### src/rv_exec_cfg.svh
`ifndef RV_EXEC_CFG_SVH
`define RV_EXEC_CFG_SVH

// Datapath width and register file depth
`define RV_XLEN             32
`define RV_NUM_REGS         32
`define RV_REG_AW           $clog2(`RV_NUM_REGS)

// APB slave address width
`define RV_APB_ADDR_W       8

// Address map, byte addresses on word boundaries
`define RV_ADDR_INSTR       8'h00    // Write only, starts execution
`define RV_ADDR_LOAD_DATA   8'h04    // Data returned by LOAD
`define RV_ADDR_PC          8'h08    // Read only
`define RV_ADDR_STATUS      8'h0C    // Bit 0 illegal (sticky), bit 1 busy
`define RV_ADDR_REG_BASE    8'h80    // x0 to x31 at a stride of 4

// Status word bit positions
`define RV_STAT_ILLEGAL     0
`define RV_STAT_BUSY        1

`endif

### src/rv_exec_pkg.sv
`include "rv_exec_cfg.svh"

package rv_exec_pkg;

    // Major opcodes, RV32I encodings
    typedef enum logic [6:0] {
        OPC_LOAD   = 7'b0000011,
        OPC_OP_IMM = 7'b0010011,
        OPC_OP     = 7'b0110011,
        OPC_LUI    = 7'b0110111,
        OPC_JAL    = 7'b1101111
    } opcode_e;

    typedef enum logic [3:0] {
        ALU_ADD,
        ALU_SUB,
        ALU_AND,
        ALU_OR,
        ALU_XOR,
        ALU_SLL,
        ALU_SRL,
        ALU_SRA,
        ALU_SLT,
        ALU_SLTU,
        ALU_PASS_B    // LUI passes the immediate through
    } alu_op_e;

    // Write-back source, same codes as the register file input mux
    typedef enum logic [1:0] {
        WB_NONE = 2'b00,
        WB_MEM  = 2'b01,
        WB_PC   = 2'b10,    // Link value pc + 4
        WB_ALU  = 2'b11
    } wb_sel_e;

    typedef enum logic {
        SEQ_IDLE = 1'b0,
        SEQ_EXEC = 1'b1
    } seq_state_e;

    typedef struct packed {
        logic [`RV_REG_AW-1:0] rs1;
        logic [`RV_REG_AW-1:0] rs2;
        logic [`RV_REG_AW-1:0] rd;
        logic [`RV_XLEN-1:0]   imm;
        logic                  use_imm;
        alu_op_e               alu_op;
        wb_sel_e               wb_sel;
        logic                  is_jal;
        logic                  illegal;
    } dec_ctrl_t;

    typedef struct packed {
        logic                  en;
        logic [`RV_REG_AW-1:0] rd;
        wb_sel_e               wb_sel;
        logic [`RV_XLEN-1:0]   mem_data;
        logic [`RV_XLEN-1:0]   pc_link;
        logic [`RV_XLEN-1:0]   alu_result;
    } rf_write_t;

    typedef struct packed {
        logic                      psel;
        logic                      penable;
        logic                      pwrite;
        logic [`RV_APB_ADDR_W-1:0] paddr;
        logic [`RV_XLEN-1:0]       pwdata;
    } apb_req_t;

    typedef struct packed {
        logic [`RV_XLEN-1:0] prdata;
        logic                pready;
        logic                pslverr;
    } apb_rsp_t;

endpackage

### src/register_file.sv
`timescale 1ns/10ps
`include "rv_exec_cfg.svh"

module register_file (
    input  logic                   clk,
    input  logic                   rst,
    input  logic [`RV_REG_AW-1:0]  raddr1,
    input  logic [`RV_REG_AW-1:0]  raddr2,
    input  rv_exec_pkg::rf_write_t wr,
    output logic [`RV_XLEN-1:0]    rdata1,
    output logic [`RV_XLEN-1:0]    rdata2
);
    import rv_exec_pkg::*;

    logic [`RV_XLEN-1:0] regs [1:`RV_NUM_REGS-1];    // No storage behind x0
    logic [`RV_XLEN-1:0] wdata;

    // Write data source
    always_comb begin : select_wdata
        case (wr.wb_sel)
            WB_MEM:  wdata = wr.mem_data;
            WB_PC:   wdata = wr.pc_link;
            WB_ALU:  wdata = wr.alu_result;
            default: wdata = '0;
        endcase
    end

    always_ff @(posedge clk) begin
        if (rst) begin
            for (int i = 1; i < `RV_NUM_REGS; i++) begin
                regs[i] <= '0;
            end
        end else if (wr.en && wr.rd != '0) begin    // Writes to x0 are dropped
            regs[wr.rd] <= wdata;
        end
    end

    // Combinational reads, x0 reads as zero
    assign rdata1 = (raddr1 == '0) ? '0 : regs[raddr1];
    assign rdata2 = (raddr2 == '0) ? '0 : regs[raddr2];

endmodule

### src/alu.sv
`timescale 1ns/10ps
`include "rv_exec_cfg.svh"

module alu (
    input  rv_exec_pkg::alu_op_e op,
    input  logic [`RV_XLEN-1:0]  a,
    input  logic [`RV_XLEN-1:0]  b,
    output logic [`RV_XLEN-1:0]  result
);
    import rv_exec_pkg::*;

    logic [4:0]          shamt;
    logic                lt_signed;
    logic                lt_unsigned;
    logic [`RV_XLEN-1:0] sum;
    logic [`RV_XLEN-1:0] diff;

    assign shamt       = b[4:0];    // Only the low 5 bits shift
    assign sum         = a + b;
    assign diff        = a - b;
    assign lt_signed   = $signed(a) < $signed(b);
    assign lt_unsigned = a < b;

    always_comb begin
        case (op)
            ALU_ADD:    result = sum;
            ALU_SUB:    result = diff;
            ALU_AND:    result = a & b;
            ALU_OR:     result = a | b;
            ALU_XOR:    result = a ^ b;
            ALU_SLL:    result = a << shamt;
            ALU_SRL:    result = a >> shamt;
            ALU_SRA:    result = $signed(a) >>> shamt;
            ALU_SLT:    result = {{(`RV_XLEN-1){1'b0}}, lt_signed};
            ALU_SLTU:   result = {{(`RV_XLEN-1){1'b0}}, lt_unsigned};
            ALU_PASS_B: result = b;
            default:    result = '0;
        endcase
    end

endmodule

### src/instr_decoder.sv
`timescale 1ns/10ps
`include "rv_exec_cfg.svh"

module instr_decoder (
    input  logic [`RV_XLEN-1:0]    instr,
    output rv_exec_pkg::dec_ctrl_t ctrl
);
    import rv_exec_pkg::*;

    opcode_e             opcode;
    logic [2:0]          funct3;
    logic [6:0]          funct7;
    logic [`RV_XLEN-1:0] imm_i;
    logic [`RV_XLEN-1:0] imm_u;
    logic [`RV_XLEN-1:0] imm_j;

    // Shared by OP and OP-IMM, alt picks sub or sra
    function automatic alu_op_e f3_alu_op(input logic [2:0] f3, input logic alt);
        case (f3)
            3'b000:  f3_alu_op = alt ? ALU_SUB : ALU_ADD;
            3'b001:  f3_alu_op = ALU_SLL;
            3'b010:  f3_alu_op = ALU_SLT;
            3'b011:  f3_alu_op = ALU_SLTU;
            3'b100:  f3_alu_op = ALU_XOR;
            3'b101:  f3_alu_op = alt ? ALU_SRA : ALU_SRL;
            3'b110:  f3_alu_op = ALU_OR;
            default: f3_alu_op = ALU_AND;
        endcase
    endfunction

    assign opcode = opcode_e'(instr[6:0]);
    assign funct3 = instr[14:12];
    assign funct7 = instr[31:25];

    // Immediate formats
    assign imm_i = {{(`RV_XLEN-12){instr[31]}}, instr[31:20]};
    assign imm_u = {instr[31:12], 12'b0};
    assign imm_j = {{(`RV_XLEN-20){instr[31]}}, instr[19:12], instr[20], instr[30:21], 1'b0};

    always_comb begin
        ctrl         = '0;
        ctrl.rs1     = instr[19:15];
        ctrl.rs2     = instr[24:20];
        ctrl.rd      = instr[11:7];
        ctrl.imm     = imm_i;
        ctrl.alu_op  = ALU_ADD;
        ctrl.wb_sel  = WB_NONE;

        case (opcode)
            OPC_OP: begin
                ctrl.alu_op = f3_alu_op(funct3, funct7[5]);
                ctrl.wb_sel = WB_ALU;
                if (funct7 == 7'h20) begin
                    ctrl.illegal = !(funct3 == 3'b000 || funct3 == 3'b101);    // Only sub, sra
                end else begin
                    ctrl.illegal = (funct7 != 7'h00);
                end
            end
            OPC_OP_IMM: begin
                ctrl.use_imm = 1'b1;
                ctrl.alu_op  = f3_alu_op(funct3, funct3 == 3'b101 && funct7[5]);
                ctrl.wb_sel  = WB_ALU;
                if (funct3 == 3'b001) begin
                    ctrl.illegal = (funct7 != 7'h00);    // slli
                end else if (funct3 == 3'b101) begin
                    ctrl.illegal = !(funct7 == 7'h00 || funct7 == 7'h20);
                end
            end
            OPC_LUI: begin
                ctrl.imm     = imm_u;
                ctrl.use_imm = 1'b1;
                ctrl.alu_op  = ALU_PASS_B;
                ctrl.wb_sel  = WB_ALU;
            end
            OPC_LOAD: begin
                ctrl.use_imm = 1'b1;    // Address unused, data from load register
                ctrl.wb_sel  = WB_MEM;
            end
            OPC_JAL: begin
                ctrl.imm    = imm_j;
                ctrl.is_jal = 1'b1;
                ctrl.wb_sel = WB_PC;
            end
            default: ctrl.illegal = 1'b1;
        endcase

        if (ctrl.illegal) begin
            ctrl.wb_sel = WB_NONE;
            ctrl.is_jal = 1'b0;
        end
    end

endmodule

### src/exec_apb_port.sv
`timescale 1ns/10ps
`include "rv_exec_cfg.svh"

module exec_apb_port (
    input  logic                   clk,
    input  logic                   rst,
    input  rv_exec_pkg::apb_req_t  apb_req,
    output rv_exec_pkg::apb_rsp_t  apb_rsp,
    output logic [`RV_XLEN-1:0]    instr,
    input  rv_exec_pkg::dec_ctrl_t ctrl,
    output logic [`RV_REG_AW-1:0]  raddr1,
    output logic [`RV_REG_AW-1:0]  raddr2,
    input  logic [`RV_XLEN-1:0]    rdata1,
    input  logic [`RV_XLEN-1:0]    alu_result,
    output logic                   use_imm_b,
    output rv_exec_pkg::rf_write_t wr
);
    import rv_exec_pkg::*;

    seq_state_e                state;
    logic [`RV_XLEN-1:0]       load_data;
    logic [`RV_XLEN-1:0]       pc;
    logic [`RV_XLEN-1:0]       pc_link;
    logic                      illegal_flag;
    logic                      busy;
    logic                      access;
    logic                      pready;
    logic                      is_reg;
    logic                      rd_ok;
    logic                      wr_ok;
    logic                      host_wr;
    logic [`RV_APB_ADDR_W-1:0] reg_off;
    logic [`RV_XLEN-1:0]       rd_data;

    assign busy    = (state == SEQ_EXEC);
    assign pc_link = pc + `RV_XLEN'(4);

    // Address decode
    assign access  = apb_req.psel && apb_req.penable;
    assign is_reg  = apb_req.paddr >= `RV_ADDR_REG_BASE
                  && apb_req.paddr < `RV_ADDR_REG_BASE + 4 * `RV_NUM_REGS
                  && apb_req.paddr[1:0] == 2'b00;
    assign reg_off = apb_req.paddr - `RV_ADDR_REG_BASE;
    assign wr_ok   = apb_req.paddr == `RV_ADDR_INSTR || apb_req.paddr == `RV_ADDR_LOAD_DATA;

    always_comb begin
        rd_ok   = 1'b1;
        rd_data = '0;
        if (is_reg) begin
            rd_data = rdata1;    // Host read shares port 1
        end else begin
            case (apb_req.paddr)
                `RV_ADDR_LOAD_DATA: rd_data = load_data;
                `RV_ADDR_PC:        rd_data = pc;
                `RV_ADDR_STATUS: begin
                    rd_data[`RV_STAT_ILLEGAL] = illegal_flag;
                    rd_data[`RV_STAT_BUSY]    = busy;
                end
                default:            rd_ok = 1'b0;    // Includes write-only INSTR
            endcase
        end
    end

    // One wait state for any access that lands in the EXEC cycle
    assign pready  = access && !busy;
    assign host_wr = pready && apb_req.pwrite && wr_ok;

    assign apb_rsp.prdata  = rd_data;
    assign apb_rsp.pready  = pready;
    assign apb_rsp.pslverr = pready && (apb_req.pwrite ? !wr_ok : !rd_ok);

    always_ff @(posedge clk) begin
        if (rst) begin
            state        <= SEQ_IDLE;
            instr        <= '0;
            load_data    <= '0;
            pc           <= '0;
            illegal_flag <= 1'b0;
        end else begin
            case (state)
                SEQ_IDLE: begin
                    if (host_wr && apb_req.paddr == `RV_ADDR_INSTR) begin
                        instr <= apb_req.pwdata;
                        state <= SEQ_EXEC;
                    end
                    if (host_wr && apb_req.paddr == `RV_ADDR_LOAD_DATA) begin
                        load_data <= apb_req.pwdata;
                    end
                end
                SEQ_EXEC: begin
                    state <= SEQ_IDLE;
                    if (ctrl.illegal) begin
                        illegal_flag <= 1'b1;    // Sticky, PC holds
                    end else if (ctrl.is_jal) begin
                        pc <= pc + ctrl.imm;
                    end else begin
                        pc <= pc_link;
                    end
                end
                default: state <= SEQ_IDLE;
            endcase
        end
    end

    // Register file read ports
    assign raddr1    = busy ? ctrl.rs1 : reg_off[`RV_REG_AW+1:2];
    assign raddr2    = ctrl.rs2;
    assign use_imm_b = ctrl.use_imm;

    // Write-back request, taken at the end of EXEC
    assign wr.en         = busy && !ctrl.illegal && ctrl.wb_sel != WB_NONE && ctrl.rd != '0;
    assign wr.rd         = ctrl.rd;
    assign wr.wb_sel     = ctrl.wb_sel;
    assign wr.mem_data   = load_data;
    assign wr.pc_link    = pc_link;
    assign wr.alu_result = alu_result;

endmodule

### src/rv_exec_top.sv
`timescale 1ns/10ps
`include "rv_exec_cfg.svh"

module rv_exec_top (
    input  logic                  clk,
    input  logic                  rst,
    input  rv_exec_pkg::apb_req_t apb_req,
    output rv_exec_pkg::apb_rsp_t apb_rsp
);
    import rv_exec_pkg::*;

    logic [`RV_XLEN-1:0]   instr;
    dec_ctrl_t             ctrl;
    logic [`RV_REG_AW-1:0] raddr1;
    logic [`RV_REG_AW-1:0] raddr2;
    logic [`RV_XLEN-1:0]   rdata1;
    logic [`RV_XLEN-1:0]   rdata2;
    logic [`RV_XLEN-1:0]   alu_b;
    logic [`RV_XLEN-1:0]   alu_result;
    logic                  use_imm_b;
    rf_write_t             wr;

    exec_apb_port u_port (
        .clk        (clk),
        .rst        (rst),
        .apb_req    (apb_req),
        .apb_rsp    (apb_rsp),
        .instr      (instr),
        .ctrl       (ctrl),
        .raddr1     (raddr1),
        .raddr2     (raddr2),
        .rdata1     (rdata1),
        .alu_result (alu_result),
        .use_imm_b  (use_imm_b),
        .wr         (wr)
    );

    instr_decoder u_dec (
        .instr (instr),
        .ctrl  (ctrl)
    );

    register_file u_rf (
        .clk    (clk),
        .rst    (rst),
        .raddr1 (raddr1),
        .raddr2 (raddr2),
        .wr     (wr),
        .rdata1 (rdata1),
        .rdata2 (rdata2)
    );

    // Operand B is the immediate for OP-IMM, LUI and LOAD
    assign alu_b = use_imm_b ? ctrl.imm : rdata2;

    alu u_alu (
        .op     (ctrl.alu_op),
        .a      (rdata1),
        .b      (alu_b),
        .result (alu_result)
    );

endmodule

### config.mk
export PLATFORM = sky130hd
export DESIGN_NAME = rv_exec_top
export DESIGN_NICKNAME = d
export VERILOG_FILES = /design/src/rv_exec_pkg.sv /design/src/register_file.sv /design/src/alu.sv /design/src/instr_decoder.sv /design/src/exec_apb_port.sv /design/src/rv_exec_top.sv
export VERILOG_INCLUDE_DIRS = /design/src
export SDC_FILE = /design/constraint.sdc
export NUM_CORES = 2
export LEC_CHECK = 0
export ABC_AREA = 0
export BUFFER_PORTS_ARGS = -buffer_cell sky130_fd_sc_hd__buf_2
export CAP_MARGIN = 20
export CORE_MARGIN = 2
export CORE_UTILIZATION = 45
export DETAILED_ROUTE_END_ITERATION = 12
export PLACE_DENSITY = 0.7
export SLEW_MARGIN = 30
export SYNTH_ARGS = -nofsm -noshare
export SYNTH_HDL_FRONTEND = slang
export SYNTH_HIERARCHICAL = 1
export SYNTH_SLANG_ARGS = --single-unit
export TNS_END_PERCENT = 50
### constraint.sdc
create_clock -name clk -period 8.93 [get_ports clk]
set_input_delay 0.893 -clock clk [delete_from_list [all_inputs] [get_ports clk]]
set_output_delay 0.893 -clock clk [all_outputs]
set_load 0.01 [all_outputs]
==> out/results.ini <==
[status]
status=completed

[die]
row_count=145
die_h_um=400.9
core_um2=156400
die_area_um2=160700
die_x_um=400.9
initial_core_util_pct=45.32
io-pin-count=79

[critical_path]
end_kind=register
timing.critical_path.fanout_max=37
worst_ep_required_time_ps=9420
worstSetupPathType=register to register
r2r_setup_slack_ps=450
start_kind=register
critical_path_arrival_ps=8980

[timing]
setup-violations-final=0
fin_setup_tns_ps=0
hold_viol_final=0
grt_setup_unrepaired=no
drv_slew=0
max_slew_margin_pct=15.67
max_freq_mhz=117.9
worst_slack_ps=447.0
holdWs_ps=421.5
final.min_clock_period_ps=8483
fin_crit_sh_pct=94.99
fin_worst_skew_ps=67.72
tightest_slew_ps=1265

[power_and_ir_drop]
cellLeakagePower_nw=25.43
switching_share_pct=26.74
power_switching_mw=3.383
internal_power_mw=9.269
pwr-share-comb_pct=13.1
pwr-share-seq_pct=48.1
pwr-share-clk_pct=38.8
powerDensity_nw_per_um2=162.9
peakVddDrop_v=0.0001888
power_mw=12.65

[run]
maxCapViolCount=0

[grt]
grt_max_degree=70
first_global_vias=53880
track_usage_pct=36.08
grt_pass1_wl_um=413600
overflow=0
antenna_found_initial=20

[layout]
multi_input_area_um2=34730
area_growth_pct=9.622
layout_common_cells=nor2_1 (1190), edfxtp_1 (1024), mux4_2 (488)
nets=6231
drive_above_1_share_pct=23.11
n_fill_cell=13590
final_common_cell=nor2_1
ff_latch_area_um2=32720

[placed_design]
port-buffer-count=78
place_congestion=1.106
dp_hpwl_um=203200
pre_cts_slack_ps=417.0

[synth]
synth_cell_types=126
synthFlopType=edfxtp_1
synth_area_um2=70870
syn-instance-count=6162
synth_warnings=6
synth-seq-area-share_pct=46.16
synth_edf_count=1024
synth_top_area_share_pct=43.39
synth.area.top_cells=edfxtp_1 (43%), mux4_2 (16%), nor2_1 (6.3%), dfxtp_1 (2.8%), mux2i_1 (2.5%)
synthArstFlopShare_pct=0
ys_ff_latch=1122
yosysTopAreaCell=edfxtp_1
avgSynthCellArea_um2=11.50

[clock_tree]
cts_max_path_buffers=3
cts_sinks=1122
numCtsBuffers=118
holdBufCountCts=0
post_cts_resized=0
cts_tree=built
cts_setup_buffers=0
path_clk_slew_ps=60
h-tree-depth=3
root_buffer=clkbuf_16
clkLatencyLatePin_ps=780

[routing]
drt_first_pass_iters=9
wl_per_cell_um=36.21
vias_per_cell=7.020
drt_iter0_markers=10180
drc=0
routed_wl_um=297500
drt.antenna.violating_nets=0
vias=57680

[min_path]
hold_path_class=primary input to register

==> cells by family after synthesis <==
| kind of cell | count (synthesis) | synth area share (%) |
|---|---|---|
| AOI/OAI and AO/OA | 1235 | 12.23 |
| muxes | 812 | 20.50 |
| xor gates and xnor gates | 52 | 0.6532 |
| DFF | 1122 | 46.16 |
| buffers and inverters | 842 | 6.047 |
| and+or+nand+nor | 1962 | 11.97 |
| adders and majority gates | 136 | 2.433 |
| other | 1 | 0.005291 |
==> registers in the layout (all words and copies together), names as in the netlist <==
name	count
u_rf/regs	1024
u_port/busy	1
u_port/illegal_flag	1
u_port/load_data	32
u_port/pc	32
u_port/instr	32
==> layout make-up <==
| class | instances | share of cell area, % |
|---|---|---|
| Multi-Input combinational cell | 4229 | 44.70 |
| Sequential cell | 1122 | 42.12 |
| Timing Repair Buffer | 399 | 4.116 |
| Clock buffer | 151 | 4.033 |
| Tap cell | 2058 | 3.314 |
| Inverter | 180 | 0.8697 |
| Clock inverter | 67 | 0.8053 |
| Antenna cell | 11 | 0.03543 |
==> Yosys cell counts, drive strengths merged, types with 35 or more instances <==
cell    instances
xnor2          35
a21o           52
nor2b          94
edfxtp       1024
a21oi         259
buf           367
a22oi         120
mux4          488
nor3           55
dfxtp          98
a211oi         96
nand2         362
a311oi         70
mux2          147
o21ai         257
inv           179
a221oi         75
clkbuf        294
nor2         1194
nand3          49
mux2i         177
nand2b         51
ha            133
==> power by group through the flow <==
stage	registers [mW]	logic (mW)	clock network, mW
finish	6.09	1.65	4.91
floorplan	6.14	0.985	0
detailed placement	6.19	1.58	0
global route	6.10	1.69	5.11
global placement	6.17	1.57	0
CTS	6.08	1.59	4.93
==> stage by stage <==
step,cells,instance area [um^2],utilization (%)
final,8217,77690,49.68
after detailed placement,7985,73830,47.21
after floorplan,6193,70990,-
after CTS,8203,77590,49.61
after global routing,8208,77670,49.66
after global placement,7983,73650,47.10
==> metal layers <==
metal / vias up / track usage, % / routed length, um
met5: - / 0.4163 / 225
met3: 944 / 10.50 / 40950
met1: 28850 / 46.11 / 103700
met2: 4857 / 52.84 / 127100
li1: 23020 / - / -
met4: 16 / 25.01 / 25560
==> worst max-delay path, cell delays in order (launching register included) <==
cell and delay [ps]:
dfxtp_1 640, mux2_8 600, inv_2 790, buf_4 270
mux2_2 380, o21ai_1 770, a311oi_2 250, inv_1 140
ha_1 380, a21oi_1 240, o21bai_1 170, a2111oi_1 770
o21ai_1 440, a41o_1 420, nor2_1 260, o221ai_1 170
nand2_1 160, o211ai_1 260, mux2_2 380, a22oi_2 200
buf_12 260, nor2_1 90
==> path summary, 6_finish.rpt <==
path,to,start,cells past startpoint
max reg2reg,u_rf/regs[31][23]$_SDFFCE_PN0P_,u_port/busy$_SDFF_PP0_,21
min reg2reg,u_port/load_data[15]$_SDFFE_PP0P_,u_port/load_data[15]$_SDFFE_PP0P_,2
min,u_port/load_data[18]$_SDFFE_PP0P_,apb_req[18],3
max,u_rf/regs[31][23]$_SDFFCE_PN0P_,u_port/busy$_SDFF_PP0_,21
(Power assumes the default switching activity.)
